--- src/source/srcPkg.sv ---
package srcPkg;

	// APB address decode width
	localparam int ADDR_WIDTH = 12;
	// width of the ra, rb and rc fields
	localparam int REG_ADDR_BITS = 4;
	localparam int CONST_WIDTH = 19;

	typedef enum logic [4:0] {
		opLdi = 5'd1,
		opAdd = 5'd3,
		opSub = 5'd4,
		opAnd = 5'd5,
		opOr = 5'd6,
		opAddi = 5'd12,
		opAndi = 5'd13,
		opOri = 5'd14
	} opcodeT;

	typedef struct packed {
		opcodeT opcode;
		logic [REG_ADDR_BITS-1:0] ra;
		logic [REG_ADDR_BITS-1:0] rb;
		logic [REG_ADDR_BITS-1:0] rc;
		logic [CONST_WIDTH-REG_ADDR_BITS-1:0] unused;
	} rFormatT;

	typedef struct packed {
		opcodeT opcode;
		logic [REG_ADDR_BITS-1:0] ra;
		logic [REG_ADDR_BITS-1:0] rb;
		logic [CONST_WIDTH-1:0] c;
	} iFormatT;

	// one instruction word, two field layouts
	typedef union packed {
		rFormatT r;
		iFormatT i;
	} instrWordT;

	typedef enum logic [1:0] {
		aluAdd,
		aluSub,
		aluAnd,
		aluOr
	} aluOpT;

	// APB register map
	localparam logic [ADDR_WIDTH-1:0] addrInstr = 12'h000;
	localparam logic [ADDR_WIDTH-1:0] addrStatus = 12'h004;
	localparam logic [ADDR_WIDTH-1:0] addrRegBase = 12'h040;

endpackage

--- src/source/regBusIf.sv ---
`timescale 1ns/1ps

interface regBusIf #(
	parameter int DATA_WIDTH = 32,
	parameter int REG_COUNT = 16
);

	// one-hot register enables from the select-encode block
	logic [REG_COUNT-1:0] rIn;
	logic [REG_COUNT-1:0] rOut;
	logic baOut;

	logic [DATA_WIDTH-1:0] busData;
	logic [DATA_WIDTH-1:0] zData;

	// host side of the register file
	logic [DATA_WIDTH-1:0] hostData;
	logic hostSel;

	modport encoder (output rIn, rOut, baOut);
	modport regs (input rIn, rOut, baOut, zData, hostData, hostSel, output busData);
	modport alu (input busData, output zData);
	modport ctrl (input busData, output hostData, hostSel);

endinterface

--- src/source/aluUnit.sv ---
`timescale 1ns/1ps

module aluUnit #(
	parameter int DATA_WIDTH = 32
) (
	input logic clock,
	input logic arstN,
	regBusIf.alu bus,
	input logic [DATA_WIDTH-1:0] bIn,
	input srcPkg::aluOpT op,
	input logic yIn,
	input logic zIn
);
	import srcPkg::*;

	logic [DATA_WIDTH-1:0] y;
	logic [DATA_WIDTH-1:0] z;
	logic [DATA_WIDTH-1:0] result;

	always_comb begin
		case (op)
			aluAdd: begin
				result = y + bIn;
			end
			aluSub: begin
				result = y - bIn;
			end
			aluAnd: begin
				result = y & bIn;
			end
			aluOr: begin
				result = y | bIn;
			end
			default: begin
				result = y + bIn;
			end
		endcase
	end

	// Y holds the first operand, Z the result until write-back
	always_ff @(posedge clock or negedge arstN) begin
		if (!arstN) begin
			y <= '0;
			z <= '0;
		end else begin
			if (yIn) begin
				y <= bus.busData;
			end
			if (zIn) begin
				z <= result;
			end
		end
	end

	assign bus.zData = z;

	// the sequencer computes Z in the step right after loading Y
	assert property (@(posedge clock) disable iff (!arstN) yIn |=> zIn);

endmodule

--- src/source/controlUnit.sv ---
`timescale 1ns/1ps

module controlUnit #(
	parameter int DATA_WIDTH = 32
) (
	input logic clock,
	input logic arstN,
	input logic psel,
	input logic penable,
	input logic pwrite,
	input logic [srcPkg::ADDR_WIDTH-1:0] paddr,
	input logic [DATA_WIDTH-1:0] pwdata,
	output logic [DATA_WIDTH-1:0] prdata,
	output logic pready,
	output logic pslverr,
	regBusIf.ctrl bus,
	output logic gra,
	output logic grb,
	output logic grc,
	output logic rin,
	output logic rout,
	output logic baReq,
	output logic cOut,
	output logic yIn,
	output logic zIn,
	output logic zOut,
	output srcPkg::instrWordT instr,
	output srcPkg::aluOpT op,
	output logic useConst
);
	import srcPkg::*;

	localparam logic [1:0] stepT0 = 2'd0;
	localparam logic [1:0] stepT1 = 2'd1;
	localparam logic [1:0] stepT2 = 2'd2;

	instrWordT ir;
	instrWordT newInstr;
	instrWordT hostWord;
	logic busy;
	logic [1:0] step;
	logic access;
	logic isInstr;
	logic isStatus;
	logic isReg;
	logic [REG_ADDR_BITS-1:0] regIndex;
	logic newSupported;
	logic instrWait;
	logic issue;
	logic hostRead;
	logic hostWrite;

	function automatic logic isSupported(opcodeT code);
		case (code)
			opLdi, opAdd, opSub, opAnd, opOr, opAddi, opAndi, opOri: begin
				isSupported = 1'b1;
			end
			default: begin
				isSupported = 1'b0;
			end
		endcase
	endfunction

	assign access = psel && penable;
	assign isInstr = (paddr == addrInstr);
	assign isStatus = (paddr == addrStatus);
	assign isReg = (paddr[ADDR_WIDTH-1:REG_ADDR_BITS+2] ==
		addrRegBase[ADDR_WIDTH-1:REG_ADDR_BITS+2]) && (paddr[1:0] == 2'b00);
	assign regIndex = paddr[2 +: REG_ADDR_BITS];

	assign newInstr = pwdata;
	assign newSupported = isSupported(newInstr.r.opcode);

	// an instruction write holds off until the running one retires
	assign instrWait = access && pwrite && isInstr && busy;
	assign pready = !instrWait;
	assign pslverr = access && pready && (!(isInstr || isStatus || isReg) ||
		(pwrite && isInstr && !newSupported) || (pwrite && isReg && busy));

	assign issue = access && pwrite && isInstr && !busy && newSupported;
	assign hostWrite = access && pwrite && isReg && !busy;
	assign hostRead = access && !pwrite && isReg && !busy;

	always_ff @(posedge clock or negedge arstN) begin
		if (!arstN) begin
			ir <= '0;
			busy <= 1'b0;
			step <= stepT0;
		end else if (issue) begin
			ir <= newInstr;
			busy <= 1'b1;
			step <= stepT0;
		end else if (busy) begin
			if (step == stepT2) begin
				busy <= 1'b0;
				step <= stepT0;
			end else begin
				step <= step + 2'd1;
			end
		end
	end

	// opcode decode for the ALU and the B operand source
	always_comb begin
		op = aluAdd;
		useConst = 1'b0;
		case (ir.r.opcode)
			opLdi, opAddi: begin
				useConst = 1'b1;
			end
			opSub: begin
				op = aluSub;
			end
			opAnd: begin
				op = aluAnd;
			end
			opAndi: begin
				op = aluAnd;
				useConst = 1'b1;
			end
			opOr: begin
				op = aluOr;
			end
			opOri: begin
				op = aluOr;
				useConst = 1'b1;
			end
			default: begin
				op = aluAdd;
			end
		endcase
	end

	// host accesses present the register index as ra
	always_comb begin
		hostWord = '0;
		hostWord.r.ra = regIndex;
	end

	assign instr = busy ? ir : hostWord;

	always_comb begin
		gra = 1'b0;
		grb = 1'b0;
		grc = 1'b0;
		rin = 1'b0;
		rout = 1'b0;
		baReq = 1'b0;
		cOut = 1'b0;
		yIn = 1'b0;
		zIn = 1'b0;
		zOut = 1'b0;
		if (busy) begin
			case (step)
				stepT0: begin
					grb = 1'b1;
					yIn = 1'b1;
					if (ir.r.opcode == opLdi) begin
						baReq = 1'b1;
					end else begin
						rout = 1'b1;
					end
				end
				stepT1: begin
					cOut = 1'b1;
					zIn = 1'b1;
					if (!useConst) begin
						grc = 1'b1;
						rout = 1'b1;
					end
				end
				stepT2: begin
					gra = 1'b1;
					rin = 1'b1;
					zOut = 1'b1;
				end
				default: begin
					zOut = 1'b0;
				end
			endcase
		end else if (hostRead || hostWrite) begin
			gra = 1'b1;
			rout = 1'b1;
		end
	end

	assign bus.hostSel = hostWrite;
	assign bus.hostData = pwdata;

	// register reads while busy return zero since the sequencer owns the bus
	always_comb begin
		prdata = '0;
		if (isStatus) begin
			prdata = DATA_WIDTH'(busy);
		end else if (isInstr) begin
			prdata = DATA_WIDTH'(ir);
		end else if (hostRead) begin
			prdata = bus.busData;
		end
	end

	// a held-off instruction write keeps its access phase until accepted
	assert property (@(posedge clock) disable iff (!arstN)
		instrWait |=> (access && pwrite && isInstr && $stable(pwdata)));

	// an accepted instruction retires three cycles later
	assert property (@(posedge clock) disable iff (!arstN) $rose(busy) |-> ##3 !busy);

endmodule

--- src/source/registerFile.sv ---
`timescale 1ns/1ps

module registerFile #(
	parameter int DATA_WIDTH = 32,
	parameter int REG_COUNT = 16
) (
	input logic clock,
	input logic arstN,
	regBusIf.regs bus
);

	logic [DATA_WIDTH-1:0] regs [REG_COUNT];
	logic [DATA_WIDTH-1:0] readData;

	always_ff @(posedge clock or negedge arstN) begin
		if (!arstN) begin
			for (int i = 0; i < REG_COUNT; i++) begin
				regs[i] <= '0;
			end
		end else begin
			for (int i = 0; i < REG_COUNT; i++) begin
				// host writes address their target through the read enable
				if (bus.hostSel && bus.rOut[i]) begin
					regs[i] <= bus.hostData;
				end else if (bus.rIn[i]) begin
					regs[i] <= bus.zData;
				end
			end
		end
	end

	// R0 reads as zero when used as a base address
	always_comb begin
		readData = '0;
		for (int i = 0; i < REG_COUNT; i++) begin
			if (bus.rOut[i] && !(bus.baOut && i == 0)) begin
				readData = readData | regs[i];
			end
		end
	end

	assign bus.busData = readData;

	// the sequencer never writes back during a host write
	assert property (@(posedge clock) disable iff (!arstN)
		!(bus.hostSel && (|bus.rIn)));

endmodule

--- src/source/selectEncode.sv ---
`timescale 1ns/1ps

module selectEncode #(
	parameter int DATA_WIDTH = 32,
	parameter int REG_COUNT = 16
) (
	input srcPkg::instrWordT instr,
	input logic gra,
	input logic grb,
	input logic grc,
	input logic rin,
	input logic rout,
	input logic baReq,
	regBusIf.encoder bus,
	output logic [DATA_WIDTH-1:0] cse
);
	import srcPkg::*;

	logic [REG_ADDR_BITS-1:0] field;
	logic fieldValid;
	logic [REG_COUNT-1:0] decoded;

	// ra wins over rb, rb over rc
	always_comb begin
		field = instr.r.ra;
		fieldValid = 1'b1;
		if (gra) begin
			field = instr.r.ra;
		end else if (grb) begin
			field = instr.r.rb;
		end else if (grc) begin
			field = instr.r.rc;
		end else begin
			fieldValid = 1'b0;
		end
	end

	always_comb begin
		decoded = '0;
		if (fieldValid) begin
			decoded[field] = 1'b1;
		end
	end

	assign bus.rIn = rin ? decoded : '0;

	// a base-address read still selects the register, the file zeroes R0
	assign bus.rOut = (rout || baReq) ? decoded : '0;
	assign bus.baOut = baReq;

	// sign-extend the 19-bit constant to the full bus width
	assign cse = {{(DATA_WIDTH-CONST_WIDTH){instr.i.c[CONST_WIDTH-1]}}, instr.i.c};

endmodule

--- src/source/srcCore.sv ---
`timescale 1ns/1ps

module srcCore #(
	parameter int DATA_WIDTH = 32,
	parameter int REG_COUNT = 16
) (
	input logic clock,
	input logic arstN,
	input logic psel,
	input logic penable,
	input logic pwrite,
	input logic [srcPkg::ADDR_WIDTH-1:0] paddr,
	input logic [DATA_WIDTH-1:0] pwdata,
	output logic [DATA_WIDTH-1:0] prdata,
	output logic pready,
	output logic pslverr
);
	import srcPkg::*;

	regBusIf #(.DATA_WIDTH(DATA_WIDTH), .REG_COUNT(REG_COUNT)) bus ();

	instrWordT instr;
	aluOpT op;
	logic gra;
	logic grb;
	logic grc;
	logic rin;
	logic rout;
	logic baReq;
	logic cOut;
	logic yIn;
	logic zIn;
	logic useConst;
	logic [DATA_WIDTH-1:0] cse;
	logic [DATA_WIDTH-1:0] bIn;

	// Z feeds the register file directly, so its bus strobe has no load here
	controlUnit #(.DATA_WIDTH(DATA_WIDTH)) uControl (
		.clock(clock),
		.arstN(arstN),
		.psel(psel),
		.penable(penable),
		.pwrite(pwrite),
		.paddr(paddr),
		.pwdata(pwdata),
		.prdata(prdata),
		.pready(pready),
		.pslverr(pslverr),
		.bus(bus.ctrl),
		.gra(gra),
		.grb(grb),
		.grc(grc),
		.rin(rin),
		.rout(rout),
		.baReq(baReq),
		.cOut(cOut),
		.yIn(yIn),
		.zIn(zIn),
		.zOut(),
		.instr(instr),
		.op(op),
		.useConst(useConst)
	);

	selectEncode #(.DATA_WIDTH(DATA_WIDTH), .REG_COUNT(REG_COUNT)) uEncode (
		.instr(instr),
		.gra(gra),
		.grb(grb),
		.grc(grc),
		.rin(rin),
		.rout(rout),
		.baReq(baReq),
		.bus(bus.encoder),
		.cse(cse)
	);

	registerFile #(.DATA_WIDTH(DATA_WIDTH), .REG_COUNT(REG_COUNT)) uRegs (
		.clock(clock),
		.arstN(arstN),
		.bus(bus.regs)
	);

	aluUnit #(.DATA_WIDTH(DATA_WIDTH)) uAlu (
		.clock(clock),
		.arstN(arstN),
		.bus(bus.alu),
		.bIn(bIn),
		.op(op),
		.yIn(yIn),
		.zIn(zIn)
	);

	// constant operand in the T1 slot of immediate instructions
	assign bIn = (cOut && useConst) ? cse : bus.busData;

endmodule

--- config.mk ---
export PLATFORM = sky130hd
export DESIGN_NAME = srcCore
export DESIGN_NICKNAME = d
export VERILOG_FILES = /design/src/source/srcPkg.sv /design/src/source/regBusIf.sv /design/src/source/aluUnit.sv /design/src/source/controlUnit.sv /design/src/source/registerFile.sv /design/src/source/selectEncode.sv /design/src/source/srcCore.sv
export SDC_FILE = /design/constraint.sdc
export NUM_CORES = 2
export LEC_CHECK = 0
export BUFFER_PORTS_ARGS = -buffer_cell sky130_fd_sc_hd__buf_4
export CAP_MARGIN = 20
export CORE_MARGIN = 8
export CORE_UTILIZATION = 55
export DETAILED_ROUTE_END_ITERATION = 12
export PLACE_DENSITY = 0.72
export SYNTH_ARGS = -nofsm -noshare
export SYNTH_HDL_FRONTEND = slang
export SYNTH_HIERARCHICAL = 1
export SYNTH_SLANG_ARGS = --single-unit
--- constraint.sdc ---
create_clock -name clock -period 7.25 [get_ports clock]
set_input_delay 0.725 -clock clock [delete_from_list [all_inputs] [get_ports clock]]
set_output_delay 0.725 -clock clock [all_outputs]
set_load 0.02 [all_outputs]
==> results.ini <==
[placed_design]
dpl_worst_slack_ns = -0.2386
portBuffers = 82
dp_hpwl_mm = 76.60
dp.cells = 4405
routabilityCongestion = 0.9410

[worst_setup_path]
ff2ff_path_depth = 33
r2r_start = uControl/busy$_DFF_PN0_
worst_ep_required_time_ns = 7.72
rrSetupSlack_ns = 0.35
cp_data_arrival_time_ns = 7.38
start_kind = flop
crit_fanout = 14
endpoint_kind = flop
worst_path_most_repeated_cell = buf_4
crit_path_max_incr_delay_ns = 0.54
critPathKind = flop to flop
reg2reg_to = uAlu/bus.zData[31]$_DFFE_PN0P_
cp_slowest_cell = or4b_1

[min_path]
hp-class = input pin to flop
min_from = pwdata[12]
hold_depth = 3
min_to = uRegs/regs[428]$_DFFE_PN0P_

[global_route]
gr-total-overflow = 0
grt_use_total_pct = 31.14
grt_max_degree = 139
antenna_found_initial = 3
grt_pass1_wl_mm = 179.1
first_global_vias = 28980

[power]
p_leak_nw = 16.28
peakVddDrop_mv = 0.1853
p_per_area_nw_per_um2 = 182.5

[timing]
setup-violations-final = 0
fmax_mhz = 144.9
rsz0062_at_grt = yes
hold_viol_final = 0
drv_slew = 0
period_minus_slack_ns = 6.901
slew_headroom_pct = 22.48
worst_slew_pin_slew_ns = 1.163
worst_slack_ns = 0.3492
post-route-period-util_pct = 95.18
skew_ns = 0.02900

[finish]
stdcell_count = 4533
fillers = 5346
drive_gt1_share_pct = 16.02
syn2layout_area_growth_pct = 10.59
finalNetCount = 3712

[routing]
ant_nets = 0
route.detailed.drc = 0
drt_iter0_drc = 4030
vias = 30030
wl_per_cell_um = 26.15
viasPerCell = 6.625
dr.pass1.iters = 9
wirelength_mm = 118.5

[floorplanning]
die_w_um = 270.2
die_h_um = 270.2
coreArea_um2 = 64230
die-area_um2 = 73020
ios = 83
start_util_pct = 55.34
rows = 93

[logic_synthesis]
syn_avg_cell_area_um2 = 9.588
netlist_area_um2 = 35540
synthCells = 3707
yosys_warnings = 6
synth_nets = 3791

[run_status]
status = completed

[clock_tree]
clock_path_buffers = 3
h-tree-depth = 3
cts_tree = done
cts_inserted_buffers = 67
cts.clk_slew.worst_paths_ns = 0.06
cts-root-buf = clkbuf_16
clk_latency_ns = 0.62
clock_sinks = 611

[flow_run]
drv_cap = 0

-- worst max-delay path by stage --
stage	startpoint	endpoint	cells past startpoint
2_1_floorplan	paddr[9]	uAlu/bus.zData[31]$_DFFE_PN0P_	32
3_3_place_gp	paddr[9]	uAlu/bus.zData[31]$_DFFE_PN0P_	30
3_5_place_dp	paddr[9]	uAlu/bus.zData[31]$_DFFE_PN0P_	26
4_1_cts	uControl/ir[27]$_DFFE_PN0P_	uAlu/bus.zData[31]$_DFFE_PN0P_	32
5_1_grt	uControl/ir[30]$_DFFE_PN0P_	uAlu/bus.zData[31]$_DFFE_PN0P_	34
6_report	uControl/busy$_DFF_PN0_	uAlu/bus.zData[31]$_DFFE_PN0P_	33
-- registers in the layout, indices dropped and copies added, names as in the netlist --
register / count
uAlu/bus.zData: 32
uControl/step: 2
uControl/ir: 32
uRegs/regs: 512
uControl/busy: 1
uAlu/y: 32
-- critical path: cells and delay by family (launching register included) --
kind,cells,cell delay [ns]
multiplexers,1,0.29
flip-flops,1,0.42
AND/OR/NAND/NOR,13,2.23
AO/OA/AOI/OAI,11,2.36
buffers and inverters,5,0.81
XOR/XNOR,2,0.33
adder cells (fa/ha/maj),1,0.32
-- where the power goes --
| part | switching (W) | internal [W] | total, W |
|---|---|---|---|
| clock | 0.00147 | 0.00210 | 0.00357 |
| sequential | 0.000000219 | 0.00341 | 0.00341 |
| combinational | 0.000154 | 0.0000374 | 0.000192 |
| total | 0.00162 | 0.00555 | 0.00717 |
-- metal layers --
metal	vias up	GRT usage, %	wire (um)
li1	13000	-	-
met1	14850	42.47	47710
met2	1836	48.61	53580
met3	351	6.187	12500
met4	0	12.30	4754
met5	-	0	0
-- cell usage in the layout (no fill, tap or decap), types with 10 or more instances in the layout --
master,count
nand3_1,37
nand4_1,42
ha_1,34
nand2_1,546
xnor2_1,37
a22oi_1,192
mux2i_1,519
buf_12,14
clkinv_2,14
clkbuf_8,10
nor3_1,21
a22o_1,31
mux2_2,42
nor2b_1,14
and2_1,28
and2_2,16
nor2_1,66
a21oi_1,80
a21o_1,13
maj3_1,28
nor3_2,24
a211o_1,32
clkbuf_1,11
o21ai_0,538
clkbuf_16,69
a222oi_1,32
xor2_1,21
mux2_4,30
inv_1,21
dfrtp_1,611
buf_4,294
nand2b_1,11
mux2_1,27
-- final cells by class --
class	count	area [um2]	share of cell area, %
clock inverter	28	355.3	0.9040
timing repair buffer	311	2524	6.420
multi-input combinational	2614	18070	45.98
clock buffer	90	1906	4.848
sequential	611	15290	38.90
antenna	1	2.502	0.006366
tap	855	1070	2.722
inverter	23	86.33	0.2196
-- metrics by stage --
stage / utilization, % / total power [W] / hold WS (ns) / area [um2] / TNS [ns]
after floorplan: - / 0.003540 / 0.4294 / 35540 / 0
after global placement: 57.44 / 0.003660 / 0.4920 / 36890 / -0.2776
after detailed placement: 57.44 / 0.003659 / 0.5013 / 36890 / -1.213
after CTS: 60.97 / 0.007186 / 0.4375 / 39170 / 0
after global routing: 61.20 / 0.007346 / 0.4810 / 39310 / -0.05872
final: 61.20 / 0.007172 / 0.4664 / 39310 / 0
-- timing repair --
item | in CTS | in global routing
gates resized for setup | 0 | 17
buffers inserted | 0 | 8
hold endpoints to repair | 14 | 0
setup endpoints to repair | 0 | 18
hold buffers | 1 | 0
(Power assumes the default switching activity.)
